[src/source/agu_pkg.sv]
package agu_pkg;

   localparam int ADDR_W   = 10;   // memory address and iteration count
   localparam int PERIOD_W = 10;   // period, duty, delay
   localparam int DATA_W   = 32;

   typedef logic        [ADDR_W-1:0]   addr_t;
   typedef logic signed [ADDR_W-1:0]   offset_t;
   typedef logic        [PERIOD_W-1:0] period_t;
   typedef logic        [DATA_W-1:0]   data_t;

   // one access pattern as programmed by the host
   typedef struct packed {
      addr_t   iterations;
      period_t period;
      period_t duty;
      period_t delay;
      addr_t   start;
      offset_t shift;
      offset_t incr;
   } agu_cfg_t;

   // register select, REG_CMD bit 0 is init and bit 1 is run
   typedef enum logic [2:0] {
      REG_ITER,
      REG_PERIOD,
      REG_DUTY,
      REG_DELAY,
      REG_START,
      REG_SHIFT,
      REG_INCR,
      REG_CMD
   } cfg_reg_e;

   typedef enum logic [1:0] {
      GEN_IDLE,
      GEN_DELAY,
      GEN_ACTIVE,
      GEN_GAP
   } gen_state_e;

   typedef struct packed {
      data_t data;
      addr_t addr;
   } out_word_t;

endpackage

[src/source/agu_cfg_regs.sv]
module agu_cfg_regs (
   input  logic               clk,
   input  logic               rst,
   input  logic               cfg_wr,
   input  agu_pkg::cfg_reg_e  cfg_sel,
   input  logic [15:0]        cfg_wdata,
   output agu_pkg::agu_cfg_t  cfg,
   output logic               init,
   output logic               run
);

   // field views of the write data, upper bits dropped
   agu_pkg::addr_t   wdata_addr;
   agu_pkg::period_t wdata_period;
   agu_pkg::offset_t wdata_offset;

   assign wdata_addr   = cfg_wdata[agu_pkg::ADDR_W-1:0];
   assign wdata_period = cfg_wdata[agu_pkg::PERIOD_W-1:0];
   assign wdata_offset = agu_pkg::offset_t'(cfg_wdata[agu_pkg::ADDR_W-1:0]);

   always_ff @(posedge clk) begin
      if (rst) begin
         cfg  <= '0;
         init <= 1'b0;
         run  <= 1'b0;
      end else begin
         init <= 1'b0; // pulses last one cycle
         run  <= 1'b0;
         if (cfg_wr) begin
            case (cfg_sel)
               agu_pkg::REG_ITER: begin
                  cfg.iterations <= wdata_addr;
               end
               agu_pkg::REG_PERIOD: begin
                  cfg.period <= wdata_period;
               end
               agu_pkg::REG_DUTY: begin
                  cfg.duty <= wdata_period;
               end
               agu_pkg::REG_DELAY: begin
                  cfg.delay <= wdata_period;
               end
               agu_pkg::REG_START: begin
                  cfg.start <= wdata_addr;
               end
               agu_pkg::REG_SHIFT: begin
                  cfg.shift <= wdata_offset;
               end
               agu_pkg::REG_INCR: begin
                  cfg.incr <= wdata_offset;
               end
               agu_pkg::REG_CMD: begin
                  init <= cfg_wdata[0];
                  run  <= cfg_wdata[1];
               end
               default: begin
                  init <= 1'b0;
               end
            endcase
         end
      end
   end

endmodule

[config.mk]
export PLATFORM = sky130hd
export DESIGN_NAME = agu_cfg_regs
export DESIGN_NICKNAME = d
export VERILOG_FILES = /design/src/source/agu_pkg.sv /design/src/source/agu_cfg_regs.sv
export SDC_FILE = /design/constraint.sdc
export NUM_CORES = 1
export LEC_CHECK = 0
export ABC_AREA = 1
export ABC_CLOCK_PERIOD_IN_PS = 900
export BUFFER_PORTS_ARGS = -buffer_cell sky130_fd_sc_hd__buf_4
export CAP_MARGIN = 15
export CORE_MARGIN = 10
export CORE_UTILIZATION = 50
export CTS_CLUSTER_SIZE = 30
export DETAILED_ROUTE_END_ITERATION = 12
export PLACE_DENSITY = 0.79
export SYNTH_ARGS = -nofsm -noshare
export SYNTH_HDL_FRONTEND = slang
export SYNTH_SLANG_ARGS = --single-unit
export TNS_END_PERCENT = 50
[constraint.sdc]
create_clock -name clk -period 0.9 [get_ports clk]
set_input_delay 0.135 -clock clk [delete_from_list [all_inputs] [get_ports clk]]
set_output_delay 0.135 -clock clk [all_outputs]
set_load 0.02 [all_outputs]
==> insert_results.sql, run 1 <==
INSERT INTO impl_metrics (metric_group, metric, value, unit) VALUES
('layout', 'final_area', '4390', 'um^2'),
('global_routing', 'track_usage', '19.6', '%'),
('yosys', 'yosys_register_bits', '72', ''),
('timing', 'setup-violations-final', '72', ''),
('clock_tree', 'clkLatencyLatePin', '0.33', 'ns'),
('clock_tree', 'h-tree-depth', '3', ''),
('power_and_ir_drop', 'total_leakage_power', '2.02', 'nW'),
('timing', 'totalNegativeSetupSlack', '-1.80', 'ns'),
('yosys', 'synth_sequential_area_ratio', '50.4', '%'),
('yosys', 'avgSynthCellArea', '6.97', 'um^2'),
('power_and_ir_drop', 'design_power_total', '0.00692', 'W'),
('worst_setup_path', 'worstPathRequired', '0.76', 'ns'),
('yosys', 'synth-compound-area-share', '0', '%'),
('power_and_ir_drop', 'power.net_switching', '0.00183', 'W'),
('timing', 'worstMarginPinSlew', '0.382', 'ns'),
('worst_setup_path', 'r2r_startpoint', 'cfg[30]$_SDFFE_PP0P_', ''),
('worst_setup_path', 'cp.depth', '1', ''),
('worst_setup_path', 'crit_type', 'register to output port', ''),
('floorplan', 'die_h', '95.6', 'um'),
('timing', 'period_share', '105', '%'),
('timing', 'timing_max_transition_violations_final', '0', ''),
('outcome', 'failed_checks', 'setup timing', ''),
('power_and_ir_drop', 'clockPowerShare', '34.7', '%'),
('layout', 'register_area', '1530', 'um^2'),
('floorplan', 'floorplan.core_area', '5540', 'um^2'),
('worst_setup_path', 'critical_path.reg2reg.endpoint', 'cfg[30]$_SDFFE_PP0P_', ''),
('timing', 'final_hold_viol_count', '0', ''),
('worst_setup_path', 'worstSetupStartpointType', 'register', ''),
('layout', 'footprint_of_the_multi_input_gates', '1250', 'um^2'),
('power_and_ir_drop', 'power.share.sequential', '49.0', '%'),
('worst_setup_path', 'critical_path_peak_fanout', '2', ''),
('timing', 'setup_slack', '-0.0457', 'ns'),
('floorplan', 'chipWidth', '95.6', 'um'),
('worst_setup_path', 'worst-r2r-cell-count', '3', ''),
('worst_setup_path', 'critical_path.slowest_cell', 'dfxtp_2', ''),
('yosys', 'synthDominantAreaCellType', 'dfxtp_1', ''),
('yosys', 'synthDominantCellAreaShare', '50.4', '%'),
('yosys', 'synthTopCellsByArea', 'dfxtp_1 (50%), nor2_1 (19%), nand3_1 (12%)', ''),
('clock_tree', 'cts-root-to-sink-buffers', '2', ''),
('drt', 'drc', '0', ''),
('drt', 'detailedRoute.firstPassIterationCount', '5', ''),
('worst_setup_path', 'crit_buf_inv', '1', ''),
('placement', 'place_hpwl', '5890', 'um'),
('timing', 'final_clock_skew', '0', 'ns'),
('layout', 'drive_above_1_share', '41.1', '%'),
('global_routing', 'wire_length_of_the_first_global_routing_pass', '14000', 'um'),
('drt', 'drt-wirelength-per-cell', '15.1', 'um'),
('clock_tree', 'clk_pin_slew_worst_paths', '0.07', 'ns'),
('yosys', 'synth_fa_ha_area_share', '0', '%'),
('clock_tree', 'root_buffer', 'clkbuf_8', ''),
('layout', 'fillCellCount', '388', ''),
('placement', 'gp_congestion', '0.842', ''),
('worst_setup_path', 'timing.critical_path.arrival', '0.81', 'ns'),
('timing', 'worst_slew_margin_rel', '74.5', '%'),
('drt', 'antenna_nets_post_route', '0', ''),
('global_routing', 'number_of_antenna_violations_at_the_first_check_in_global_routing', '0', ''),
('global_routing', 'grt_max_degree', '43', ''),
('power_and_ir_drop', 'power.density_cell_area', '1570', 'nW/um^2'),
('global_routing', 'grt_pass1_vias', '2933', ''),
('yosys', 'post_synth_mux_area_share', '0', '%'),
('power_and_ir_drop', 'netSwitchingFraction', '26.5', '%'),
('clock_tree', 'clock_buffers_created_by_tritoncts', '9', ''),
('outcome', 'status', 'finished, violations left', ''),
('worst_setup_path', 'endpoint_kind', 'output port', ''),
('timing', 'final.min_clock_period', '0.946', 'ns'),
('placement', 'place_area', '3810', 'um^2'),
('floorplan', 'placement_rows', '27', ''),
('yosys', 'ys_types', '12', ''),
('yosys', 'synthXorXnorAreaFrac', '0', '%'),
('worst_setup_path', 'cell_family_with_most_cp_delay', 'flip-flops', ''),
('layout', 'num_antenna_cells', '0', '');
## kinds of logic after synthesis
family	Yosys count
and+or+nand+nor	300
DFF	72
buffers and inverters	38
## registers in the layout (all words and copies together) (netlist names)
| name | flops |
|---|---|
| cfg | 70 |
| run | 1 |
| init | 1 |
## worst min path at each step
stage | startpoint | slack (ns) | cells after the start | endpoint
6_report | cfg_wdata[1] | 0.19 | 4 | run$_SDFF_PP0_
3_3_place_gp | cfg[66]$_SDFFE_PP0P_ | 0.46 | 2 | cfg[66]$_SDFFE_PP0P_
3_5_place_dp | cfg[42]$_SDFFE_PP0P_ | 0.47 | 2 | cfg[42]$_SDFFE_PP0P_
4_1_cts | cfg_wdata[1] | 0.18 | 4 | run$_SDFF_PP0_
2_1_floorplan | cfg_wdata[0] | 0.34 | 2 | init$_SDFF_PP0_
5_1_grt | cfg_wdata[1] | 0.20 | 4 | run$_SDFF_PP0_
## repair_timing
action	in CTS	in global routing
buffers inserted	4	2
resized for setup	144	0
setup endpoints to repair	72	72
## metal layers
| metal | part of all wire, % | global-route usage, % |
|---|---|---|
| met4 | 2.1 | 6.51 |
| met2 | 48 | 32.6 |
| met5 | 0 | 0 |
| met3 | 12 | 9.11 |
| met1 | 38 | 21.6 |
## synth_stat cells
cell type and number:
buf_1 7, buf_2 11, dfxtp_1 72, nor2_4 2
nand2_2 2, nor2_2 6, nand2_1 74, nor2_1 145
nand3_1 71, inv_1 14, buf_4 3, inv_2 3
## final cells by class
class / instances / share of cell area (%)
tap: 72 / 2.05
sequential: 72 / 34.9
clock inverter: 4 / 1.03
clock buffer: 12 / 3.08
multi-input combinational: 300 / 28.4
timing repair buffer: 116 / 29.1
inverter: 17 / 1.45
## per-stage QoR
stage	hold WS (ns)	utilization [%]	worst slack, ns
3_3_place_gp	0.462	68.7	-0.0344
3_5_place_dp	0.473	68.7	-0.0631
2_1_floorplan	0.343	-	0.143
5_1_grt	0.196	79.3	-0.0741
4_1_cts	0.181	79.0	-0.0491
6_report	0.187	79.3	-0.0457
## worst min-delay path, cell delays in order
cell	delay [ns]
buf_4	0.08
inv_1	0.05
buf_12	0.14
nor2_1	0.09
## power by group through the flow
stage | logic, W | clock network (W) | registers (W)
6_report | 0.00112 | 0.00240 | 0.00339
4_1_cts | 0.00110 | 0.00243 | 0.00339
3_5_place_dp | 0.00103 | 0 | 0.00343
2_1_floorplan | 0.000430 | 0 | 0.00355
5_1_grt | 0.00122 | 0.00255 | 0.00340
3_3_place_gp | 0.00101 | 0 | 0.00342
## cell usage in the layout, fill, tap and decap left out, drive strengths merged
cell    synthesis  layout
nor2          153     153
buf            21     116
nand2          76      76
dfxtp          72      72
nand3          71      71
inv            17      17
clkbuf          0      12
clkinv          0       3
bufinv          0       1
(Power assumes the default switching activity.)
==> inputs of run 2 (changes only) <==
- CTS_BUF_LIST: default -> sky130_fd_sc_hd__clkbuf_16
==> run 2 against run 1 <==
  * The run still ends with setup timing left
  * Critical path type unchanged
  * Sequential power about the same
  * Clock power rose by 40%
  * Final cell count increased by 1.2%
  * Highest routed layer unchanged
  * Critical endpoint unchanged
==> insert_results.sql, run 2 (synthesis results as in run 1) <==
INSERT INTO impl_metrics (metric_group, metric, value, unit) VALUES
('outcome', 'status', 'finished, violations left', ''),
('outcome', 'failed_checks', 'setup timing', ''),
('global_routing', 'wire_length_of_the_first_global_routing_pass', '14800', 'um'),
('clock_tree', 'tritoncts_num_sinks', '72', ''),
('floorplan', 'chipWidth', '95.6', 'um'),
('floorplan', 'start_util', '51.6', '%'),
('floorplan', 'placement_rows', '27', ''),
('clock_tree', 'cts-root-to-sink-buffers', '2', ''),
('clock_tree', 'h-tree-depth', '3', ''),
('floorplan', 'pin_count', '94', ''),
('layout', 'largest_reg_flops', '70', ''),
('floorplan', 'floorplan.core_area', '5540', 'um^2'),
('clock_tree', 'clk_pin_slew_worst_paths', '0.05', 'ns'),
('worst_setup_path', 'cpPeakStageDelay', '0.34', 'ns'),
('worst_setup_path', 'r2r_startpoint', 'cfg[36]$_SDFFE_PP0P_', ''),
('clock_tree', 'clkLatencyLatePin', '0.32', 'ns'),
('power_and_ir_drop', 'total_leakage_power', '2.12', 'nW'),
('min_path', 'worst_hold_depth', '4', ''),
('timing', 'final_clock_skew', '0', 'ns'),
('placement', 'gp_congestion', '0.842', ''),
('timing', 'setup-violations-final', '68', ''),
('power_and_ir_drop', 'ir_worst_vdd', '1.24', 'mV'),
('worst_setup_path', 'critical_path.slowest_cell', 'dfxtp_2', ''),
('clock_tree', 'clock_buffers_created_by_tritoncts', '9', ''),
('drt', 'drt_wl_total', '9610', 'um'),
('power_and_ir_drop', 'design_power_total', '0.00792', 'W'),
('layout', 'fillCellCount', '353', ''),
('worst_setup_path', 'critical_path.cell_chain', 'buf_6', ''),
('drt', 'detail_route.iter0.violations', '302', ''),
('global_routing', 'grt_pass1_vias', '3100', ''),
('placement', 'port_buffers', '87', ''),
('layout', 'drive_above_1_share', '41.9', '%'),
('timing', 'period_share', '104', '%'),
('worst_setup_path', 'critical_path.reg2reg.endpoint', 'cfg[36]$_SDFFE_PP0P_', ''),
('min_path', 'min-delay-start', 'cfg_wdata[1]', ''),
('global_routing', 'grt_max_degree', '43', ''),
('worst_setup_path', 'timing.critical_path.arrival', '0.80', 'ns'),
('drt', 'drc', '0', ''),
('timing', 'worst_slew_margin_rel', '75.5', '%'),
('worst_setup_path', 'cp.depth', '1', ''),
('timing', 'final_hold_viol_count', '0', ''),
('timing', 'rsz0062_at_grt', 'true', ''),
('min_path', 'hold_class', 'input pin to register', ''),
('layout', 'register_area', '1530', 'um^2'),
('worst_setup_path', 'critical_path_peak_fanout', '2', ''),
('worst_setup_path', 'endpoint_kind', 'output port', ''),
('worst_setup_path', 'cell_family_with_most_cp_delay', 'flip-flops', ''),
('timing', 'worstMarginPinSlew', '0.367', 'ns'),
('layout', 'finish.utilization', '82.1', '%'),
('layout', 'final_cell_count_no_fill', '600', ''),
('placement', 'dp_slack', '-0.0631', 'ns'),
('worst_setup_path', 'r2r_setup_slack', '0.11', 'ns'),
('timing', 'maxClockFrequency', '1070', 'MHz'),
('worst_setup_path', 'crit_buf_inv', '1', ''),
('worst_setup_path', 'worstPathRequired', '0.76', 'ns'),
('worst_setup_path', 'crit_type', 'register to output port', ''),
('drt', 'detailedRoute.firstPassIterationCount', '5', ''),
('global_routing', 'track_usage', '21.0', '%'),
('timing', 'setup_slack', '-0.0357', 'ns'),
('clock_tree', 'root_buffer', 'clkbuf_16', ''),
('placement', 'place_inst', '571', ''),
('layout', 'footprint_of_the_multi_input_gates', '1250', 'um^2'),
('global_routing', 'number_of_antenna_violations_at_the_first_check_in_global_routing', '0', ''),
('worst_setup_path', 'worst-r2r-cell-count', '3', ''),
('worst_setup_path', 'worstSetupStartpointType', 'register', ''),
('placement', 'place_hpwl', '5890', 'um'),
('layout', 'largest_register', 'cfg', ''),
('timing', 'timing_max_transition_violations_final', '0', ''),
('floorplan', 'floorplan.die_area', '9140', 'um^2'),
('global_routing', 'grt-ovfl-total', '0', ''),
('layout', 'num_antenna_cells', '0', ''),
('power_and_ir_drop', 'power.density_cell_area', '1740', 'nW/um^2'),
('layout', 'flow.area_growth_from_synthesis', '59.1', '%'),
('layout', 'reg.largest.list', 'cfg (70), init (1), run (1)', ''),
('timing', 'final.min_clock_period', '0.936', 'ns'),
('layout', 'final_common_cell', 'nor2_1', ''),
('clock_tree', 'ctsHoldBuffers', '0', ''),
('drt', 'drt-wirelength-per-cell', '16.0', 'um'),
('drt', 'viasPerCell', '5.21', ''),
('drt', 'antenna_nets_post_route', '0', ''),
('layout', 'layout_common_cells', 'nor2_1 (145), nand2_1 (74), dfxtp_2 (72), buf_6 (72), nand3_1 (71)', ''),
('job', 'maxCapViolCount', '0', ''),
('clock_tree', 'tritoncts', 'built', ''),
('layout', 'num-nets-final', '545', ''),
('floorplan', 'die_h', '95.6', 'um'),
('min_path', 'whs_endpoint', 'run$_SDFF_PP0_', ''),
('drt', 'detailroute.via_count', '3123', '');
==> run 2: cell types whose count changed in the layout (fill, tap and decap cells not counted) <==
| cell | before | now |
|---|---|---|
| clkbuf_8 | 9 | 0 |
| clkbuf_16 | 0 | 9 |
| inv_1 | 14 | 17 |
| clkbuf_1 | 3 | 0 |
| buf_4 | 33 | 40 |
==> run 2: worst max path at each step <==
stage / slack (ns) / end / startpoint
2_1_floorplan: 0.14 / cfg[50]$_SDFFE_PP0P_ / cfg_sel[2]
3_3_place_gp: -0.03 / cfg[40]$_SDFFE_PP0P_ / cfg_sel[1]
3_5_place_dp: -0.06 / cfg[64]$_SDFFE_PP0P_ / cfg_wr
4_1_cts: -0.03 / cfg[40] / cfg[40]$_SDFFE_PP0P_
5_1_grt: -0.05 / cfg[28] / cfg[28]$_SDFFE_PP0P_
6_report: -0.04 / cfg[28] / cfg[28]$_SDFFE_PP0P_
==> run 2: area by class of cell <==
type	instances	share of cell area, %
Inverter	17	1.40
Sequential cell	72	33.7
Tap cell	72	1.98
Clock inverter	7	1.24
Multi-Input combinational cell	300	27.5
Timing Repair Buffer	123	29.3
Clock buffer	9	4.95
==> run 2: stage by stage <==
| stage | cell area [um^2] | hold WS [ns] | setup TNS (ns) |
|---|---|---|---|
| after global routing | 4550 | 0.224 | -2.06 |
| after global placement | 3810 | 0.462 | -0.770 |
| after CTS | 4500 | 0.195 | -0.907 |
| after detailed placement | 3810 | 0.473 | -2.39 |
| final | 4550 | 0.198 | -0.738 |
| after floorplan | 2860 | 0.343 | 0 |
==> run 2: report_power, final <==
part / internal, W / switching, W / total (W)
registers: 0.00332 / 0.0000781 / 0.00340
clock network: 0.00210 / 0.00127 / 0.00337
logic: 0.000513 / 0.000641 / 0.00115
total: 0.00593 / 0.00199 / 0.00792
==> run 2: repair_timing <==
item | CTS | global route
endpoints found under the setup margin | 72 | 72
buffers inserted | 7 | 6
resized for setup | 144 | 0
==> run 2: metal layers <==
metal	share of wire (%)	track usage [%]	routed length, um	vias up
li1	-	-	-	1506
met1	35	21.8	3360	1439
met2	50	36.2	4810	150
met3	12	8.72	1160	28
met4	2.8	9.46	272	0
met5	0	0	0	-
