**src/source/agu_pkg.sv**
```systemverilog
package agu_pkg;

   localparam int ADDR_W   = 10;   // memory address and iteration count
   localparam int PERIOD_W = 10;   // period, duty, delay
   localparam int DATA_W   = 32;

   typedef logic        [ADDR_W-1:0]   addr_t;
   typedef logic signed [ADDR_W-1:0]   offset_t;
   typedef logic        [PERIOD_W-1:0] period_t;
   typedef logic        [DATA_W-1:0]   data_t;

   // one access pattern as programmed by the host
   typedef struct packed {
      addr_t   iterations;
      period_t period;
      period_t duty;
      period_t delay;
      addr_t   start;
      offset_t shift;
      offset_t incr;
   } agu_cfg_t;

   // register select, REG_CMD bit 0 is init and bit 1 is run
   typedef enum logic [2:0] {
      REG_ITER,
      REG_PERIOD,
      REG_DUTY,
      REG_DELAY,
      REG_START,
      REG_SHIFT,
      REG_INCR,
      REG_CMD
   } cfg_reg_e;

   typedef enum logic [1:0] {
      GEN_IDLE,
      GEN_DELAY,
      GEN_ACTIVE,
      GEN_GAP
   } gen_state_e;

   typedef struct packed {
      data_t data;
      addr_t addr;
   } out_word_t;

endpackage

```
**src/source/agu_stream_out.sv**
```systemverilog
module agu_stream_out #(
   parameter int unsigned CREDITS = 4
) (
   input  logic                clk,
   input  logic                rst,
   input  logic                rd_en,
   input  agu_pkg::addr_t      rd_addr,
   output logic                mem_rd,
   input  agu_pkg::data_t      rd_data,
   input  logic                credit_return,
   output logic                pause,
   output logic                out_valid,
   output agu_pkg::out_word_t  out_word
);

   localparam int CNT_W = $clog2(CREDITS + 1);
   localparam logic [CNT_W-1:0] CNT_MAX = CNT_W'(CREDITS);

   logic [CNT_W-1:0] credits;   // credits still available
   logic             issue;
   logic             valid_q;
   agu_pkg::addr_t   addr_q;    // issued address, waits for its data

   assign issue  = rd_en && !pause;
   assign mem_rd = issue;
   assign pause  = (credits == '0);

   always_ff @(posedge clk) begin
      if (rst) begin
         credits <= CNT_MAX;
      end else begin
         case ({issue, credit_return})
            2'b10: begin
               credits <= credits - 1'b1;
            end
            2'b01: begin
               if (credits != CNT_MAX)
                  credits <= credits + 1'b1; // ignore extra returns
            end
            default: begin
               credits <= credits; // both or neither
            end
         endcase
      end
   end

   always_ff @(posedge clk) begin
      if (rst)
         valid_q <= 1'b0;
      else
         valid_q <= issue;
   end

   always_ff @(posedge clk) begin
      if (issue)
         addr_q <= rd_addr;
   end

   // data arrives from the memory register in the same cycle
   assign out_valid     = valid_q;
   assign out_word.data = rd_data;
   assign out_word.addr = addr_q;

endmodule

```
**config.mk**
```make
export PLATFORM = sky130hd
export DESIGN_NAME = agu_stream_out
export DESIGN_NICKNAME = d
export VERILOG_FILES = /design/src/source/agu_pkg.sv /design/src/source/agu_stream_out.sv
export SDC_FILE = /design/constraint.sdc
export NUM_CORES = 1
export LEC_CHECK = 0
export BUFFER_PORTS_ARGS = -buffer_cell sky130_fd_sc_hd__buf_2
export CAP_MARGIN = 40
export CORE_AREA = 10 10 54 78
export CTS_CLUSTER_SIZE = 30
export DETAILED_ROUTE_END_ITERATION = 10
export DIE_AREA = 0 0 64 88
export PLACE_DENSITY = 0.82
export SLEW_MARGIN = 40
export SYNTH_ARGS = -nofsm -noshare
export SYNTH_HDL_FRONTEND = slang
export SYNTH_SLANG_ARGS = --single-unit
```
**constraint.sdc**
```tcl
create_clock -name clk -period 1.83 [get_ports clk]
set_clock_uncertainty 0.2 [all_clocks]
set_input_delay 0.366 -clock clk [delete_from_list [all_inputs] [get_ports clk]]
set_output_delay 0.366 -clock clk [all_outputs]
set_load 0.1 [all_outputs]
```
==> results.tsv, run 1 <==
metric	value	unit
status	complete, but fails checks	
failing checks	setup timing	
DP HPWL	1624	um
Initial DRC Count	7	
Netlist cell types	23	
top-level port count	91	
Die ar.	5632	um^2
hold_sp	rd_addr[9]	
synthesized area per cell	11.11	um^2
end-of-flow core utilization	0.3272	
Post-Synth XOR/XNOR Area	0.02131	
Leakage	0.0003846	uW
simple-gate share of the synthesized area	0.07763	
routability congestion estimate from global placement	0.7659	
row cnt	24	
busiest grt layer	met2	
ANT nets after route	0	
max cap viols	0	
Root Driver	clkbuf_8	
synthesized area	822.0	um^2
CP max FO	2	
RSZ-0062 raised after global routing	true	
number of synthesized flops with an enable pin	10	
cell area after layout	933.4	um^2
Slew headroom	0.6733	
DRT Pass-1 Iters	4	
Sink Count	14	
Residual DRC	0	
Worst VDD drop	0.8195	mV
worst reg2reg startpoint	credits[2]	
Initial Util	0.2882	
Sum Neg Setup Slack	-0.1928	ns
die height	88	um
mux contribution to synthesized area	0	
Pwr per Cell Area	1407	nW/um^2
Tmin final	1.940	ns
Req. time, crit path	1.77	ns
share of the synthesized area in the top cell type	0.3653	
Adder-Cell Fraction of Synth Area	0.02435	
Max Clk Rate	515.6	MHz
I/O Buffers	26	
clk slew on worst S/H paths	0.05	ns
Critical Path AT	1.88	ns
Max Buffers Root-to-Sink	2	
asr flop ratio synth	0	
layout cells sized above 1	0.6582	
Worst R2R End	credits[1]	
met3 usage	0.03325	
DR WL/cell	16.48	um
total CTS buffers	3	
Synth warnings	0	
pin count of the biggest net entering global routing	11	
Compound-Gate Fraction of Synth Area	0.08828	
total number of vias	525	
critical setup path kind	flop to flop	
met1 usage	0.05930	
Core Footprint	2853	um^2
CTS tree	yes	
antenna violations before repair	0	
HP Class	input port to flop	
startpoint types	flop	
post-place instance area	870.8	um^2
R2R setup slack	-0.11	ns
Hold Vio Cnt, Final	0	
Worst-Margin Slew	0.4935	ns
post-synthesis sequential area ratio	0.4627	
Final setup viols	3	
largest family of logic cells by synthesized area	buffers and inverters	
period utilization	1.060	
H-tree depth	1	
Layout area overhead	13.55	%
first-pass GRT wire length	2877	um
Post-CTS Hold Buffers	0	
Slew Viols, Final	0	
ant diodes	0	
setup slack at placement	-0.07781	ns
#FFs+latches synth	14	
worst hold path stage count	1	
Synth area leader	edfxtp_1	
Final #Nets	127	
top post-synthesis cells by area	edfxtp_1 (37%), buf_4 (29%), dfxtp_1 (9.7%)	
met2 usage in global routing	0.09083	
Post-Synthesis Cells	74	
DR vias/cell	4.449	
Synthesized Nets	121	
Final Routed Wirelength	1945	um
Worst-Skew Late Latency	0.24	ns
via count of the first global-routing pass	566	
hold-critical path endpoint	addr_q[9]	
total gr overflow	0	
Reg2Reg Depth	6	
Critical Path Sink Type	flop	
gr usage total	0.06499	
post-route worst setup slack	-0.1096	ns
die width	64	um
ys flop type	edfxtp_1	
[final cells by class]
type / instances / area (um^2)
multi-input cells: 23 / 203.9
inverters: 3 / 11.26
clock buffers: 4 / 55.05
fillers: 287 / 1919
flip-flops and latches: 14 / 386.6
repair buffers: 35 / 227.7
well taps: 39 / 48.80
[kinds of logic (layout without fill, tap and decap cells)]
family | after synthesis | count (layout)
buffers and inverters | 37 | 42
adders and majority gates | 1 | 1
and+or+nand+nor | 12 | 12
DFF | 14 | 14
AOI/OAI and AO/OA | 8 | 8
xor gates and xnor gates | 2 | 2
[how the worst max path moves through the flow]
stage / start / endpoint / slack [ns] / depth (start not counted)
after global placement: credits[2] / credits[1] / 0.03 / 6
after floorplan: credits[2] / credits[1] / -0.78 / 6
after detailed placement: credits[2] / credits[1] / -0.08 / 6
after global routing: credits[2] / credits[1] / -0.16 / 6
final: credits[2] / credits[1] / -0.11 / 6
after CTS: credits[2] / credits[1] / -0.08 / 6
[synth_stat cells, types with 2 or more instances]
master / instances
nor2_1: 3
buf_4: 32
o2111ai_1: 2
nand3_1: 2
inv_1: 3
dfxtp_1: 4
edfxtp_1: 10
nand2_1: 3
[repair_timing]
action,in CTS,in global routing
buffers inserted,0,1
gates resized for setup,1,0
endpoints found under the setup margin,3,3
[power breakdown]
| group | leakage, uW | internal [uW] | total [uW] | switching, uW |
|---|---|---|---|---|
| clock network | 0.0000288 | 190 | 285 | 95.7 |
| logic | 0.000225 | 190 | 603 | 413 |
| registers | 0.000131 | 399 | 425 | 26.4 |
| total | 0.000385 | 779 | 1310 | 535 |
[registers in the layout (all words and copies together) (netlist names)]
signal,count
out_valid,1
addr_q,10
credits,3
[cell usage in the layout, fill, tap and decap left out, drive strengths merged, types with 2 or more instances in the layout]
cell type	instances
nor2	3
nand3	2
nand2b	2
dfxtp	4
edfxtp	10
nand2	3
o2111ai	2
clkbuf	4
buf	35
inv	3
[layer usage]
layer / vias up / wire [um]
met2: 43 / 773
met4: 0 / 214
met5: - / 0
met3: 36 / 310
li1: 227 / -
met1: 219 / 646
[worst max-delay path, cell delays in order, from the launching register on]
cell and delay, ns:
dfxtp_4 0.35, nor3_4 0.18, nand2b_4 0.16, nand2_2 0.06, fa_2 0.55, o2111ai_2 0.11, a211oi_2 0.23
[metrics by stage]
| step | hold slack, ns | instances | power (uW) |
|---|---|---|---|
| final | 0.1031 | 118 | 1314 |
| after global routing | 0.08611 | 118 | 1381 |
| after floorplan | 0.2233 | 74 | 1193 |
| after detailed placement | 0.3452 | 113 | 1029 |
| after CTS | 0.09363 | 117 | 1324 |
| after global placement | 0.3446 | 113 | 1003 |
(Power assumes the default switching activity.)
==> run 2, diff against run 1 <==
--- a/config.mk
+++ b/config.mk
@@ -7,10 +7,11 @@
 export LEC_CHECK = 0
 export BUFFER_PORTS_ARGS = -buffer_cell sky130_fd_sc_hd__buf_2
 export CAP_MARGIN = 40
-export CORE_AREA = 10 10 54 78
+export CORE_AREA = 2 2 46 70
 export CTS_CLUSTER_SIZE = 30
 export DETAILED_ROUTE_END_ITERATION = 10
-export DIE_AREA = 0 0 64 88
+export DIE_AREA = 0 0 48 72
+export GPL_TIMING_DRIVEN = 0
 export PLACE_DENSITY = 0.82
 export SLEW_MARGIN = 40
 export SYNTH_ARGS = -nofsm -noshare
==> run 2 against run 1 <==
  * The flow still finishes with violations (setup timing)
  * Clock power fell by 12%
  * Die area decreased by 39%
  * Count of clock-buffer cells in the layout unchanged
  * Sequential share of layout area shrank 12 points
  * Sequential power grew 2%
  * Hold slack worse by 0.0031 ns
  * Power grew 23%
  * Fmax increased by 2.4%
  * Critical path type is now flop to output port
==> results.tsv, run 2 (synthesis gave the netlist of run 1 again) <==
metric	value	unit
status	complete, but fails checks	
failing checks	setup timing	
Core Footprint	2853	um^2
Top Metal Used	met4	
Slew headroom	0.6757	
wire length on met2	843	um
DP HPWL	1383	um
Reg area	391.6	um^2
I/O Buffers	56	
Req. time, crit path	1.26	ns
Slowest cell on crit path	dfxtp_4	
Max Clk Rate	528.0	MHz
CP startpoint	credits[0]	
hold_sp	rd_addr[9]	
routability congestion estimate from global placement	0.6259	
Worst-Skew Late Latency	0.24	ns
CP max FO	2	
Sum Neg Setup Slack	-0.1041	ns
fillcell total	276	
period utilization	1.035	
Critical Path Sink Type	output port	
startpoint types	flop	
Root Driver	clkbuf_8	
cell mode on critical path	buf_12	
HP Class	input port to flop	
critical setup path kind	flop to output port	
antenna violations before repair	0	
Final #Nets	188	
hold_ws	0.09997	ns
Initial Util	0.2882	
DRT Pass-1 Iters	2	
commonest non-fill, non-tap cells in the layout	buf_2 (54), buf_4 (37), edfxtp_1 (10)	
row cnt	24	
Critical Path AT	1.33	ns
Max Buffers Root-to-Sink	2	
CTS tree	yes	
clk slew on worst S/H paths	0.05	ns
Final setup viols	2	
layout cells sized above 1	0.8000	
total gr overflow	0	
Initial DRC Count	8	
worst reg2reg startpoint	credits[0]	
Final Routed Wirelength	1700	um
max reg flops	10	
RSZ-0062 raised after global routing	true	
Die ar.	3456	um^2
H-tree depth	1	
max cap viols	0	
DR vias/cell	4.162	
largest register by flop count	addr_q	
ANT nets after route	0	
Worst-Margin Slew	0.4898	ns
Tmin final	1.894	ns
total number of vias	745	
first-pass GRT wire length	2242	um
Slew Viols, Final	0	
Crit path largest cell delay	0.35	ns
Residual DRC	0	
M1 WL	509	um
gr usage total	0.08617	
Hold Vio Cnt, Final	0	
post-route worst setup slack	-0.06386	ns
worst-path cell chain	nor3_4 -> nand2b_4 -> buf_12 -> clkinvlp_4 -> buf_12	
Worst VDD drop	0.4774	mV
die height	72	um
DR WL/cell	9.497	um
total CTS buffers	3	
Leakage	0.0006436	uW
Pwr per Cell Area	1227	nW/um^2
most common cell after layout, fill and taps aside	buf_2	
area of the multi-input gates	203.9	um^2
Sink Count	14	
Layout area overhead	60.12	%
Pwr Total	1615	uW
met3 WL	324	um
top-level port count	91	
ant diodes	0	
pin count of the biggest net entering global routing	11	
die width	48	um
via count of the first global-routing pass	611	
run 2: cell type report:
type,count,area share
buffer,34,0.1949
inverter,3,0.01141
clock buffer,4,0.03422
sequential,14,0.2975
timing repair buffer,62,0.2700
multi-input combinational,23,0.1549
tap,39,0.03707
run 2: through the flow:
stage | instances | setup WS (ns) | area, um^2 | utilization
final | 179 | -0.06386 | 1316 | 0.4614
after global routing | 179 | -0.1331 | 1316 | 0.4614
after CTS | 176 | -0.06279 | 1270 | 0.4452
after detailed placement | 169 | -0.2087 | 1187 | 0.4162
after global placement | 169 | -0.1909 | 1187 | 0.4162
after floorplan | 74 | -0.7778 | 858.3 | -
run 2: what timing repair did:
action / 4_1_cts / 5_1_grt
cloned: 0 / 0
pin swaps: 2 / 0
gates resized for setup: 5 / 3
hold buffers: 0 / 0
setup buffers: 3 / 3
setup endpoints to repair: 4 / 4
run 2: per-layer routing:
layer  up-vias  GRT usage
met3         2    0.01741
met4         0    0.03604
met2        77     0.1630
met1       317    0.08192
li1        349          -
met5         -          0
run 2: critical path, delay by kind of cell (launching register included):
kind | cells | cell delay, ns
flip-flops | 1 | 0.35
AND/OR/NAND/NOR | 2 | 0.35
buffers and inverters | 3 | 0.38
run 2: path summary, 6_finish.rpt:
path	to	slack, ns	cells past startpoint
worst max-delay path	mem_rd	-0.06	5
worst min-delay path	addr_q[9]	0.1	1
worst max register to register	credits[1]	-0.04	6
worst min register to register	credits[2]	0.31	1
run 2: report_power, final:
part | leakage, uW | internal [uW] | switching (uW) | total [uW]
combinational | 0.000489 | 242 | 687 | 929
clock | 0.0000228 | 154 | 98.2 | 252
sequential | 0.000131 | 403 | 30.9 | 434
==> run 3, diff against run 2 <==
--- a/config.mk
+++ b/config.mk
@@ -5,9 +5,10 @@
 export SDC_FILE = /design/constraint.sdc
 export NUM_CORES = 1
 export LEC_CHECK = 0
-export BUFFER_PORTS_ARGS = -buffer_cell sky130_fd_sc_hd__buf_2
+export BUFFER_PORTS_ARGS = -buffer_cell sky130_fd_sc_hd__clkbuf_2
 export CAP_MARGIN = 40
 export CORE_AREA = 2 2 46 70
+export CTS_BUF_LIST = sky130_fd_sc_hd__clkbuf_8 sky130_fd_sc_hd__clkbuf_16
 export CTS_CLUSTER_SIZE = 30
 export DETAILED_ROUTE_END_ITERATION = 10
 export DIE_AREA = 0 0 48 72
==> run 3 against run 2 <==
  * The run still ends with setup timing left
  * Utilization stayed put
  * Critical path depth stayed put
  * Clock power is 14% higher
  * Count of clock-buffer cells in the layout stayed put
  * Power is 1.6% higher
  * Final cell count stayed put
  * Critical endpoint unchanged
==> results.tsv, run 3 (synthesis gave the netlist of run 1 again) <==
metric	value	unit
DP HPWL	1446	um
clk slew on worst S/H paths	0.05	ns
ant diodes	0	
Residual DRC	0	
Initial Util	0.2882	
gr usage total	0.09659	
CTS tree	yes	
fillcell total	288	
max reg flops	10	
total number of vias	739	
ANT nets after route	0	
total gr overflow	0	
Root Driver	clkbuf_8	
antenna violations before repair	0	
row cnt	24	
Tmin final	1.913	ns
end-of-flow core utilization	0.4614	
Worst R2R End	credits[1]	
WP buf/inv	3	
post-place instance area	1187	um^2
Final Routed Wirelength	1684	um
Critical Path Sink Type	output port	
Reg2Reg Depth	6	
R2R setup slack	-0.08	ns
sw frac	0.4967	
Initial DRC Count	2	
worst setup path end	mem_rd	
Max Clk Rate	522.6	MHz
RSZ-0062 raised after global routing	true	
Worst-Skew Late Latency	0.24	ns
Levels on crit path	5	
top-level port count	91	
Final #Nets	188	
Final setup viols	2	
largest register by flop count	addr_q	
Crit path largest cell delay	0.35	ns
Max Buffers Root-to-Sink	2	
via count of the first global-routing pass	636	
Worst path top cell family by delay	buffers and inverters	
max cap viols	0	
Worst-Margin Slew	0.5470	ns
Reg area	389.1	um^2
Clock Power Share	0.176	
H-tree depth	1	
layout cells sized above 1	0.8071	
combinational share of power	0.557	
DR WL/cell	9.408	um
die width	48	um
startpoint types	flop	
Reg power frac	0.267	
Sink Count	14	
setup slack at placement	-0.2533	ns
CP max FO	3	
cell area after layout	1316	um^2
most common cell after layout, fill and taps aside	clkbuf_2	
Slew Viols, Final	0	
Cell Count, Final, Fillers Out	179	
post-route worst setup slack	-0.08337	ns
Placed Instances	169	
total CTS buffers	3	
worst reg2reg startpoint	credits[2]	
Req. time, crit path	1.26	ns
Slowest cell on crit path	dfxtp_4	
status	complete, but fails checks	
first-pass GRT wire length	2477	um
Leakage	0.0006579	uW
I/O Buffers	56	
Core Footprint	2853	um^2
failing checks	setup timing	
period utilization	1.046	
Layout area overhead	60.12	%
area of the multi-input gates	203.9	um^2
CP startpoint	credits[2]	
pin count of the biggest net entering global routing	11	
worst-path cell chain	nor3_4 -> nand2b_4 -> buf_4 -> clkinvlp_4 -> clkbuf_16	
Die ar.	3456	um^2
die height	72	um
Worst VDD drop	0.3840	mV
Hold Vio Cnt, Final	0	
HP Class	input port to flop	
Critical Path AT	1.35	ns
commonest non-fill, non-tap cells in the layout	clkbuf_2 (55), buf_4 (38), edfxtp_1 (10)	
routability congestion estimate from global placement	0.6241	
critical setup path kind	flop to output port	
Sw Pwr	814.6	uW
internal power	825.5	uW
DRT Pass-1 Iters	2	
DR vias/cell	4.128	
Slew headroom	0.6369	
Pwr per Cell Area	1246	nW/um^2
## run 3: metal layers
layer | track usage | routed length [um]
met5 | 0 | 0
met4 | 0.04505 | 29
met2 | 0.1867 | 828
met1 | 0.08192 | 507
met3 | 0.02488 | 318
## run 3: layout make-up
type | count | share of cell area
repair buffers | 62 | 0.2643
flip-flops and latches | 14 | 0.2956
plain buffers | 34 | 0.1949
clock buffers | 4 | 0.04183
well taps | 39 | 0.03707
multi-input cells | 23 | 0.1549
inverters | 3 | 0.01141
## run 3: through the flow
step,setup TNS [ns],power (uW),hold slack [ns]
6_report,-0.1627,1640,0.09602
5_1_grt,-0.3809,1721,0.09240
4_1_cts,-0.09611,1644,0.09013
3_5_place_dp,-0.3577,1296,0.2923
3_3_place_gp,-0.2844,1289,0.2953
2_1_floorplan,-9.745,1193,0.2233
## run 3: timing repair
item,4_1_cts,5_1_grt
resized for setup,6,0
pin swaps,0,2
buffers inserted,4,2
setup endpoints to repair,4,3
hold buffers,0,0
## run 3: worst reg2reg max path: stages (launching register included)
cell and delay (ns):
dfxtp_4 0.35, nor3_4 0.18, nand2b_4 0.16, nand2_2 0.05, fa_2 0.54, o2111ai_2 0.10
a211oi_2 0.24
## run 3: power by group through the flow
| stage | Sequential [uW] | Clock [uW] | Combinational (uW) |
|---|---|---|---|
| floorplan | 641 | 0 | 552 |
| global route | 447 | 311 | 964 |
| detailed placement | 456 | 0 | 840 |
| global placement | 455 | 0 | 833 |
| finish | 438 | 288 | 914 |
| CTS | 438 | 298 | 908 |
## run 3: worst min path at each step
stage	start	endpoint	slack, ns	cells past startpoint
2_1_floorplan	rst	credits[1]	0.22	1
3_3_place_gp	credits[2]	credits[2]	0.30	1
3_5_place_dp	credits[2]	credits[2]	0.29	1
4_1_cts	rd_addr[0]	addr_q[0]	0.09	1
5_1_grt	rd_addr[3]	addr_q[3]	0.09	1
6_report	rd_addr[0]	addr_q[0]	0.1	1
