==> src/source/agu_pkg.sv <==
package agu_pkg;

   localparam int ADDR_W   = 10;   // memory address and iteration count
   localparam int PERIOD_W = 10;   // period, duty, delay
   localparam int DATA_W   = 32;

   typedef logic        [ADDR_W-1:0]   addr_t;
   typedef logic signed [ADDR_W-1:0]   offset_t;
   typedef logic        [PERIOD_W-1:0] period_t;
   typedef logic        [DATA_W-1:0]   data_t;

   // one access pattern as programmed by the host
   typedef struct packed {
      addr_t   iterations;
      period_t period;
      period_t duty;
      period_t delay;
      addr_t   start;
      offset_t shift;
      offset_t incr;
   } agu_cfg_t;

   // register select, REG_CMD bit 0 is init and bit 1 is run
   typedef enum logic [2:0] {
      REG_ITER,
      REG_PERIOD,
      REG_DUTY,
      REG_DELAY,
      REG_START,
      REG_SHIFT,
      REG_INCR,
      REG_CMD
   } cfg_reg_e;

   typedef enum logic [1:0] {
      GEN_IDLE,
      GEN_DELAY,
      GEN_ACTIVE,
      GEN_GAP
   } gen_state_e;

   typedef struct packed {
      data_t data;
      addr_t addr;
   } out_word_t;

endpackage

==> src/source/agu_addr_gen.sv <==
module agu_addr_gen (
   input  logic               clk,
   input  logic               rst,
   input  logic               init,
   input  logic               run,
   input  logic               pause,
   input  agu_pkg::agu_cfg_t  cfg,
   output logic               rd_en,
   output agu_pkg::addr_t     rd_addr,
   output logic               done
);

   agu_pkg::gen_state_e state, state_nxt;

   agu_pkg::addr_t   addr, addr_nxt;     // running address
   agu_pkg::addr_t   iter, iter_nxt;     // current period index
   agu_pkg::period_t pos, pos_nxt;       // position inside the period
   agu_pkg::period_t dly_cnt, dly_nxt;

   logic run_pend;     // run seen while the pattern was still going
   logic start_req;
   logic start_go;
   logic period_end;

   // sanitized pattern limits
   agu_pkg::period_t duty_lim, duty_eff, period_eff;
   agu_pkg::period_t duty_last, period_last;
   agu_pkg::addr_t   iter_last;
   agu_pkg::addr_t   step_in, step_wrap;

   assign duty_lim    = (cfg.duty > cfg.period) ? cfg.period : cfg.duty;
   assign duty_eff    = (duty_lim == '0) ? agu_pkg::period_t'(1) : duty_lim;
   assign period_eff  = (cfg.period < duty_eff) ? duty_eff : cfg.period;
   assign duty_last   = duty_eff - 1'b1;
   assign period_last = period_eff - 1'b1;
   assign iter_last   = (cfg.iterations == '0) ? '0 : cfg.iterations - 1'b1;

   // modulo 2^ADDR_W steps
   assign step_in   = agu_pkg::addr_t'(cfg.incr);
   assign step_wrap = agu_pkg::addr_t'(cfg.incr + cfg.shift);

   assign start_req = run | run_pend;

   always_comb begin
      state_nxt  = state;
      addr_nxt   = addr;
      iter_nxt   = iter;
      pos_nxt    = pos;
      dly_nxt    = dly_cnt;
      start_go   = 1'b0;
      period_end = 1'b0;

      case (state)
         agu_pkg::GEN_IDLE: begin
            if (init) begin
               addr_nxt = cfg.start;
               iter_nxt = '0;
               pos_nxt  = '0;
            end
            start_go = start_req;
         end
         agu_pkg::GEN_DELAY: begin
            dly_nxt = dly_cnt - 1'b1;
            if (dly_cnt == agu_pkg::period_t'(1))
               state_nxt = agu_pkg::GEN_ACTIVE;
         end
         agu_pkg::GEN_ACTIVE: begin
            pos_nxt  = pos + 1'b1;
            addr_nxt = addr + step_in;
            if (pos == duty_last) begin
               addr_nxt = addr + step_wrap; // first address of next period
               if (period_eff != duty_eff)
                  state_nxt = agu_pkg::GEN_GAP;
               else
                  period_end = 1'b1;
            end
         end
         agu_pkg::GEN_GAP: begin
            pos_nxt = pos + 1'b1;
            if (pos == period_last)
               period_end = 1'b1;
         end
         default: begin
            state_nxt = agu_pkg::GEN_IDLE;
         end
      endcase

      if (period_end) begin
         pos_nxt = '0;
         if (iter == iter_last) begin
            state_nxt = agu_pkg::GEN_IDLE;
            start_go  = start_req; // back to back restart
         end else begin
            iter_nxt  = iter + 1'b1;
            state_nxt = agu_pkg::GEN_ACTIVE;
         end
      end

      if (start_go) begin
         addr_nxt  = cfg.start;
         iter_nxt  = '0;
         pos_nxt   = '0;
         dly_nxt   = cfg.delay;
         state_nxt = (cfg.delay == '0) ? agu_pkg::GEN_ACTIVE : agu_pkg::GEN_DELAY;
      end
   end

   always_ff @(posedge clk) begin
      if (rst) begin
         state    <= agu_pkg::GEN_IDLE;
         addr     <= '0;
         iter     <= '0;
         pos      <= '0;
         dly_cnt  <= '0;
         run_pend <= 1'b0;
      end else begin
         // a start only counts when the step is not paused
         if (start_go && !pause)
            run_pend <= 1'b0;
         else if (run)
            run_pend <= 1'b1;

         if (!pause) begin
            state   <= state_nxt;
            addr    <= addr_nxt;
            iter    <= iter_nxt;
            pos     <= pos_nxt;
            dly_cnt <= dly_nxt;
         end
      end
   end

   assign rd_en   = (state == agu_pkg::GEN_ACTIVE);
   assign rd_addr = addr;
   assign done    = (state == agu_pkg::GEN_IDLE);

endmodule

==> config.mk <==
export PLATFORM = sky130hd
export DESIGN_NAME = agu_addr_gen
export DESIGN_NICKNAME = d
export VERILOG_FILES = /design/src/source/agu_pkg.sv /design/src/source/agu_addr_gen.sv
export SDC_FILE = /design/constraint.sdc
export NUM_CORES = 1
export LEC_CHECK = 0
export BUFFER_PORTS_ARGS = -buffer_cell sky130_fd_sc_hd__buf_2
export CORE_MARGIN = 4
export CORE_UTILIZATION = 40
export DETAILED_ROUTE_END_ITERATION = 7
export GPL_ROUTABILITY_DRIVEN = 0
export PLACE_DENSITY = 0.62
export SLEW_MARGIN = 40
export SYNTH_ARGS = -nofsm -noshare
export SYNTH_HDL_FRONTEND = slang
export SYNTH_SLANG_ARGS = --single-unit
==> constraint.sdc <==
create_clock -name clk -period 5.7 [get_ports clk]
set_clock_uncertainty 0.05 [all_clocks]
set_input_delay 0.285 -clock clk [delete_from_list [all_inputs] [get_ports clk]]
set_output_delay 0.285 -clock clk [all_outputs]
set_load 0.02 [all_outputs]
==> results of run 1 <==
==> kinds of logic after synthesis <==
group / synth area share (%)
fa+ha+maj: 12.4
buf+inv: 7.58
compound gates: 28.3
simple gates: 26.1
xor+xnor: 8.60
flops: 14.1
mux: 2.98
==> synth_stat cells (5+ instances only) <==
| library cell | n |
|---|---|
| a31oi_1 | 20 |
| dfxtp_1 | 43 |
| a211oi_1 | 11 |
| nor2b_1 | 8 |
| nand2b_1 | 11 |
| nor3_1 | 27 |
| nand4_1 | 18 |
| inv_1 | 69 |
| clkbuf_1 | 21 |
| nor4_1 | 11 |
| a21o_1 | 8 |
| nor2_1 | 60 |
| fa_1 | 11 |
| o211ai_1 | 17 |
| nand2_1 | 63 |
| and2_1 | 8 |
| or3_1 | 15 |
| o32ai_1 | 9 |
| o21ai_0 | 40 |
| mux2i_1 | 16 |
| and3_1 | 12 |
| a21oi_1 | 59 |
| o21a_1 | 5 |
| o22ai_1 | 21 |
| xnor2_1 | 36 |
| buf_2 | 15 |
| ha_1 | 43 |
| xor2_1 | 19 |
| or4_1 | 8 |
| nand3_1 | 35 |
==> final timing paths <==
| check | cells after the start | endpoint | start | slack, ps |
|---|---|---|---|---|
| max | 29 | dly_cnt[8]$_SDFFE_PP0P_ | cfg[56] | 250 |
| min | 3 | rd_addr[5]$_SDFFE_PP0P_ | cfg[25] | 240 |
| max reg2reg | 12 | dly_cnt[8]$_SDFFE_PP0P_ | pos[3]$_SDFFE_PP0P_ | 2320 |
| min reg2reg | 2 | dly_cnt[0]$_SDFFE_PP0P_ | dly_cnt[0]$_SDFFE_PP0P_ | 480 |
==> flip-flops by register name, summed over array words and instances, names as in the netlist <==
| name | count |
|---|---|
| dly_cnt | 10 |
| iter | 10 |
| pos | 10 |
| rd_addr | 10 |
| state | 2 |
| run_pend | 1 |
==> final cells by class <==
type | instances | area [µm²] | share of cell area [%]
repair buffers | 157 | 1010 | 13.4
clock inverters | 3 | 43.8 | 0.582
multi-input cells | 681 | 4990 | 66.4
well taps | 184 | 230 | 3.06
flip-flops and latches | 43 | 861 | 11.4
inverters | 70 | 263 | 3.49
clock buffers | 5 | 125 | 1.66
==> where the power goes <==
group,leakage (nW),switching (W),internal [W]
registers,0.350,0.0000363,0.000323
clock network,0.0838,0.000126,0.000207
logic,2.64,0.000474,0.000384
total,3.08,0.000636,0.000914
==> metal layers <==
| metal | vias to the layer above | wire (µm) |
|---|---|---|
| li1 | 3360 | - |
| met1 | 3111 | 8980 |
| met2 | 266 | 8620 |
| met3 | 37 | 1280 |
| met4 | 0 | 483 |
| met5 | - | 0 |
==> stage by stage <==
stage / util, % / cell area, µm² / hold WS (ps) / instances / total power, W
after floorplan: - / 6140 / 396 / 837 / 0.000914
final: 51.0 / 7520 / 242 / 1143 / 0.00155
after global routing: 51.0 / 7520 / 250 / 1143 / 0.00166
after detailed placement: 48.2 / 7110 / 464 / 1128 / 0.00116
after CTS: 49.3 / 7270 / 237 / 1136 / 0.00150
after global placement: 48.2 / 7110 / 457 / 1128 / 0.00116
==> worst max-delay path: cells and delay by family <==
kind	cells	cell delay (ps)
AOI/OAI and AO/OA	12	2570
and+or+nand+nor	9	1450
adders and majority gates	3	780
buffers and inverters	4	420
xor gates and xnor gates	1	130
==> timing repair <==
| item | 4_1_cts | 5_1_grt |
|---|---|---|
| resized for setup | 0 | 42 |
| buffers inserted | 0 | 6 |
| setup endpoints to repair | 0 | 37 |
| endpoints found under the hold margin | 0 | 0 |
==> metrics.txt, run 1 <==
cells after synthesis=between 800 and 900; Worst Setup End Kind=register; Area Growth Syn to Fin=22.8%; Synth area leader=dfxtp_1; Post-synth top flop=dfxtp_1; DRT Wirelength=approximately 19000 µm; Yosys reg bits=between 40 and 50; max_cap viols=0; register area share after synthesis=around 14%; Power per Cell Area=approximately 210 mW/mm²; leakage=just over 3 nW; final setup fails=0; average cell area after synthesis=around 7.3 µm²; Tcrit/Tclk final=between 90% and 100%; Synth top area share=14.1%; Crit Path Max Fanout=8; layout cell share with drive strength beyond 1=a little under a quarter; vias in the first global route=6463; CTS tree=yes; Req. time, crit path=approximately 6000 ps; clock-pin slew on the worst setup and hold paths=around 60 ps; Worst IR Drop VDD=0.131 mV; most frequent cells in the layout=buf_2 (87), inv_1 (67), buf_4 (63), nand2_1 (61), nor2_1 (58); total number of vias=between 6000 and 7000; slowest CP cell=a2111o_1; chip height=132 µm; Worst path max stage delay=around 450 ps; DP HPWL=about 15000 µm; global-route wire length before repair=~31000 µm; outcome=completed; num ports=between 80 and 90; Rel. slew slack=46.1%; largest net degree at the start of global routing=28; Skew-Pair Late Insertion Delay=a little under 300 ps; final-report max-slew violation count=0; Clock Path Buffers=2; Post-synth ARST share=0%; Setup WS post-layout=about 250 ps; fmax=0.184 GHz; M1 GR Usage=between 20 and 30%; fillers=around 1500; unique cell type count in the Yosys netlist=85; setup_tns=0 ps; # nets final=between 1000 and 1500; Antenna diodes=0; crit path launch type=input port; Mapped Area=0.00612 mm²; Worst EP arrival=roughly 5600 ps; Worst Tran Pin Value=between 800 and 900 ps; Hold Violations, Final=0; Synth Net Count=between 900 and 1000; Routed wire per std cell=between 15 and 20 µm; critical setup path kind=in -> reg; most common cell after layout, fill and taps aside=buf_2; cts hold-fix bufs=0; Total GRT Usage=21.2%; die area=0.0174 mm²; Starting Density=41.5%; number of remaining DRC errors=0; vias per inst=approximately 6; TritonRoute pass-1 iters=5; synth warn=0; Top Usage Layer GRT=met2; Synth area leaders=dfxtp_1 (14%), ha_1 (8.8%), xnor2_1 (5.1%); GR Layer Usage met2=about a third; H-tree levels=2; CTS Buf Count=5; DR iter-0 viols=660; Die Wd=between 100 and 150 µm; core area=0.0148 mm²; Buffers on Ports=86; met3 Usage GRT=around 2.9%; pre-CTS WS=-10.7 ps; Root Driver=clkbuf_16; Hold WC Path Type=in -> reg; clock sink count=43; num rows=44; GRT Residual Overflow=0; antenna-violating nets left=0; EDFF count, synth=0; Final min period=5450 ps; initial antenna violation count=0
No activity file was read; power rests on OpenSTA's default activity.
==> run 2, diff against run 1 <==
--- a/config.mk
+++ b/config.mk
@@ -5,12 +5,12 @@
 export SDC_FILE = /design/constraint.sdc
 export NUM_CORES = 1
 export LEC_CHECK = 0
-export BUFFER_PORTS_ARGS = -buffer_cell sky130_fd_sc_hd__buf_2
 export CORE_MARGIN = 4
 export CORE_UTILIZATION = 40
 export DETAILED_ROUTE_END_ITERATION = 7
+export DONT_BUFFER_PORTS = 1
 export GPL_ROUTABILITY_DRIVEN = 0
-export PLACE_DENSITY = 0.62
+export PLACE_DENSITY = 0.55
 export SLEW_MARGIN = 40
 export SYNTH_ARGS = -nofsm -noshare
 export SYNTH_HDL_FRONTEND = slang
==> constraint.sdc (replaced) <==
create_clock -name clk -period 6.3 [get_ports clk]
set_clock_uncertainty 0.05 [all_clocks]
set_input_delay 0.315 -clock clk [delete_from_list [all_inputs] [get_ports clk]]
set_output_delay 0.315 -clock clk [all_outputs]
set_load 0.02 [all_outputs]
==> run 2 against run 1 <==
  * Combinational power shrank 28%
  * Clock power shrank 24%
  * Sequential power shrank 7.2%
  * Count of clock-buffer cells in the layout grew 2
  * Final cell count shrank 13%
  * Critical path depth shrank 2
  * Power shrank 22%
  * Largest power group unchanged
  * Worst setup slack gained 100 ps
  * Critical endpoint is now dly_cnt[9]$_SDFFE_PP0P_
  * Highest routed layer unchanged
==> metrics.txt, run 2 (synthesized netlist as in run 1, its figures left out) <==
DP HPWL=15400 µm; global-route wire length before repair=between 30000 and 40000 µm; Root Driver=clkbuf_16; number of remaining DRC errors=0; Buffers on Ports=0; DP Cell Count=~1000; Antenna diodes=0; outcome=completed; leakage=about 2.4 nW; final total power=0.00121 W; Total GRT Usage=roughly a fifth; buffers inserted during post-CTS setup optimization=0; Worst Setup End Kind=register; worst r2r src=rd_addr[1]$_SDFFE_PP0P_; Req. time, crit path=about 6500 ps; vias in the first global route=just over 6000; clock-pin slew on the worst setup and hold paths=about 60 ps; Top cell by count, worst path=ha_1; antenna-violating nets left=0; H-tree levels=2; CTS Buf Count=5; initial antenna violation count=0; crit-path leading delay family=compound AO/OA/AOI/OAI gates; core area=~0.015 mm²; reg2reg setup slack=between 2000 and 3000 ps; worst r2r path cells=16; worst hold start=rst; most common cell after layout, fill and taps aside=inv_1; DR iter-0 viols=590; slowest CP cell=or3_1; clock sink count=43; FF-to-FF End=rd_addr[9]$_SDFFE_PP0P_; Starting Density=about two fifths; Final Util=approximately 44%; Hold WC Path Type=in -> reg; CTS tree=yes; Worst Tran Pin Value=between 800 and 900 ps; total number of vias=6351; Seq. cell area=861 µm²; setup_tns=0 ps; Power per Cell Area=roughly 190 mW/mm²; largest net degree at the start of global routing=31; num rows=44; Skew-Pair Late Insertion Delay=about 290 ps; non-filler cells, final=1000; most frequent cells in the layout=inv_1 (68), nand2_1 (63), a21oi_1 (59), nor2_1 (59); multi-input logic area=roughly 0.0048 mm²; chip height=132 µm; Final min period=5940 ps; Area Growth Syn to Fin=4.86%; Hold Violations, Final=0; vias per inst=between 6 and 7; DRT Wirelength=around 19000 µm; Clock Path Buffers=2; Routed wire per std cell=slightly below 20 µm; TritonRoute pass-1 iters=5; Worst IR Drop VDD=between 0.09 and 0.1 mV; Die Wd=~130 µm; Critical path buffers and inverters=3; GRT Residual Overflow=0; final setup fails=0; layout cell share with drive strength beyond 1=under 10%; Worst EP arrival=between 6000 and 7000 ps; Rel. slew slack=around two fifths; final-report max-slew violation count=0; fillers=about 1500; max_cap viols=0; Hold Path Depth=1; crit path launch type=input port; die area=between 0.015 and 0.02 mm²; Tcrit/Tclk final=94.4%; Worst path max stage delay=around 470 ps; Hold Path Sink=dly_cnt[2]$_SDFFE_PP0P_; # nets final=944; num ports=87; critical setup path kind=in -> reg; Crit Path Max Fanout=30; fmax=~0.17 GHz
-- run 2: layout make-up --
cell class	count	share of cell area, %
multi-input combinational	681	74.9
clock inverter	1	0.0779
tap	184	3.58
timing repair buffer	14	1.83
inverter	70	4.09
sequential	43	13.4
clock buffer	7	2.07
-- run 2: metal layers --
metal	wire, µm	share of wire, %	global-route usage (%)	vias up
met5	0	0	0	-
met4	547	2.8	7.58	0
met3	1610	8.4	4.69	39
met2	8440	44	32.9	263
met1	8630	45	28.8	2984
li1	-	-	-	3065
-- run 2: what timing repair did --
item,in CTS,in global routing
hold endpoints to repair,0,0
hold buffers,0,0
gates resized for setup,0,3
endpoints found under the setup margin,0,32
-- run 2: worst max-delay path by stage --
stage                  from                       to  cells past startpoint
floorplan           cfg[53]  dly_cnt[3]$_SDFFE_PP0P_                     29
detailed placement  cfg[57]  dly_cnt[9]$_SDFFE_PP0P_                     27
global route        cfg[57]  dly_cnt[9]$_SDFFE_PP0P_                     27
CTS                 cfg[57]  dly_cnt[9]$_SDFFE_PP0P_                     27
global placement    cfg[57]  dly_cnt[9]$_SDFFE_PP0P_                     26
finish              cfg[57]  dly_cnt[9]$_SDFFE_PP0P_                     27
-- run 2: power by group --
group / total [W] / internal [W] / switching [W]
clock: 0.000254 / 0.000147 / 0.000107
sequential: 0.000334 / 0.000293 / 0.0000413
combinational: 0.000620 / 0.000260 / 0.000360
total: 0.00121 / 0.000700 / 0.000508
-- run 2: worst reg2reg max path, stage by stage (launching register included) --
cell and delay (ps):
dfxtp_1 550, fa_1 490, ha_1 240, inv_1 70, fa_1 190, nor2b_1 60, o21ai_0 270, a21oi_1 140
o21ai_0 190, nand2b_1 110, a21o_1 190, a21oi_1 180, xnor2_1 140, mux2i_1 100, xnor2_1 180, mux2i_1 100
a211oi_1 210
-- run 2: stage by stage --
stage               instance area (µm²)  hold slack (ps)  setup WS, ps
global placement                   6270              337           431
detailed placement                 6270              340           145
CTS                                6410             32.0           433
global route                       6420             31.1         -38.9
finish                             6420             38.7           355
floorplan                          6120              426           182
==> run 3, diff against run 2 <==
--- a/config.mk
+++ b/config.mk
@@ -5,12 +5,14 @@
 export SDC_FILE = /design/constraint.sdc
 export NUM_CORES = 1
 export LEC_CHECK = 0
+export CELL_PAD_IN_SITES_DETAIL_PLACEMENT = 0
+export CELL_PAD_IN_SITES_GLOBAL_PLACEMENT = 2
 export CORE_MARGIN = 4
 export CORE_UTILIZATION = 40
 export DETAILED_ROUTE_END_ITERATION = 7
 export DONT_BUFFER_PORTS = 1
 export GPL_ROUTABILITY_DRIVEN = 0
-export PLACE_DENSITY = 0.55
+export PLACE_DENSITY = 0.88
 export SLEW_MARGIN = 40
 export SYNTH_ARGS = -nofsm -noshare
 export SYNTH_HDL_FRONTEND = slang
==> run 3 against run 2 <==
  * Via count grew 1.5%
  * Wire length grew 4.5%
  * Utilization grew 0.48 points
  * Final cell count grew 0.70%
  * Largest power group unchanged
  * Sequential share of layout area shrank 0.15 points
  * Fmax grew 1.7%
==> metrics.txt, run 3 (synthesized netlist as in run 1, its figures left out) <==
Critical path buffers and inverters=3; total number of vias=6449; Worst Setup End Kind=register; H-tree levels=2; Antenna diodes=0; Routed wire per std cell=around 20 µm; Hold WS=around 50 ps; critical setup path kind=in -> reg; final-report max-slew violation count=0; cts hold-fix bufs=0; Rel. slew slack=a little under half; antenna-violating nets left=0; largest net degree at the start of global routing=31; fillers=roughly 1500; final setup fails=0; crit-path leading delay family=simple AND/OR/NAND/NOR gates; GRT Residual Overflow=0; most frequent cells in the layout=inv_1 (68), nand2_1 (63), a21oi_1 (59), nor2_1 (59), dfxtp_1 (43); Total GRT Usage=between 20% and 30%; CTS Buf Count=5; leakage=2.44 nW; Hold Violations, Final=0; Worst setup startpoint=cfg[57]; most common cell after layout, fill and taps aside=inv_1; Die Wd=132 µm; vias in the first global route=a little over 6000; Clock Path Buffers=2; Top cell by count, worst path=nor2_1; Crit Path Max Fanout=30; # nets final=between 900 and 1000; max_cap viols=0; DP HPWL=roughly 16000 µm; Req. time, crit path=between 6000 and 7000 ps; number of remaining DRC errors=0; num ports=87; Area Growth Syn to Fin=6.03%; Worst path max stage delay=about 460 ps; clock-pin slew on the worst setup and hold paths=~60 ps; Buffers on Ports=0; fmax=~0.17 GHz; num rows=44; core area=between 0.01 and 0.015 mm²; Final Util=between 40 and 50%; unrepaired setup endpoints after global routing=no; final total power=0.00123 W; Worst EP arrival=between 6000 and 7000 ps; worst r2r src=rd_addr[0]$_SDFFE_PP0P_; Worst Tran Pin Value=between 800 and 900 ps; Starting Density=between 40% and 50%; Tcrit/Tclk final=92.7%; TritonRoute pass-1 iters=5; Worst IR Drop VDD=about 0.12 mV; layout cell share with drive strength beyond 1=roughly 7.4%; Power per Cell Area=190 mW/mm²; slowest CP cell=or3_1; setup_tns=0 ps; Root Driver=clkbuf_16; Hold WC Path Type=in -> reg; DRT Wirelength=20100 µm; global-route wire length before repair=approximately 32000 µm; DR iter-0 viols=about 660; outcome=completed; chip height=between 100 and 150 µm; clock sink count=between 40 and 50; vias per inst=6.40; Skew-Pair Late Insertion Delay=280 ps; die area=0.0174 mm²; initial antenna violation count=0; worst hold start=rst; Final min period=between 5000 and 6000 ps; crit path launch type=input port; CTS tree=yes
[run 3: final timing paths]
| path | to | slack, ps | cells past startpoint |
|---|---|---|---|
| max | dly_cnt[9]$_SDFFE_PP0P_ | 460 | 28 |
| max reg2reg | rd_addr[9]$_SDFFE_PP0P_ | 2770 | 18 |
| min | dly_cnt[9]$_SDFFE_PP0P_ | 50 | 1 |
| min reg2reg | dly_cnt[9]$_SDFFE_PP0P_ | 450 | 2 |
[run 3: layer usage]
layer | track usage (%) | share of wire, % | vias up
li1 | - | - | 3078
met1 | 30.3 | 44 | 3021
met2 | 35.4 | 45 | 309
met3 | 5.42 | 8.9 | 41
met4 | 5.83 | 2.4 | 0
met5 | 0 | 0 | -
[run 3: power breakdown]
| part | leakage, nW | internal (W) | switching (W) |
|---|---|---|---|
| combinational | 2.02 | 0.000271 | 0.000376 |
| sequential | 0.350 | 0.000293 | 0.0000425 |
| clock | 0.0679 | 0.000147 | 0.000105 |
[run 3: stage by stage]
step,instance area [µm²],std cells,setup WS [ps]
final,6490,1007,457
after global routing,6490,1007,7.75
after CTS,6460,1006,432
after detailed placement,6320,998,145
after global placement,6320,998,429
after floorplan,6120,837,182
[run 3: what timing repair did]
item | CTS | global route
setup endpoints to repair | 0 | 28
setup buffers | 0 | 1
resized for setup | 0 | 7
[run 3: final cells by class]
type | count | area (µm²) | area share, %
timing repair buffer | 21 | 170 | 2.62
clock inverter | 1 | 5.00 | 0.0771
tap | 184 | 230 | 3.55
inverter | 70 | 263 | 4.05
multi-input combinational | 681 | 4830 | 74.4
sequential | 43 | 861 | 13.3
clock buffer | 7 | 133 | 2.04
[run 3: worst reg2reg max path: stages (launching register included)]
cell,delay (ps)
dfxtp_1,540
inv_1,110
fa_1,370
inv_1,70
ha_1,160
inv_1,50
fa_1,400
nor2b_1,130
o21ai_0,110
a21oi_1,220
o21ai_0,120
nand2b_1,120
a21o_1,130
a21oi_1,70
xnor2_1,120
mux2i_1,160
xnor2_1,140
mux2i_1,120
a211oi_1,260
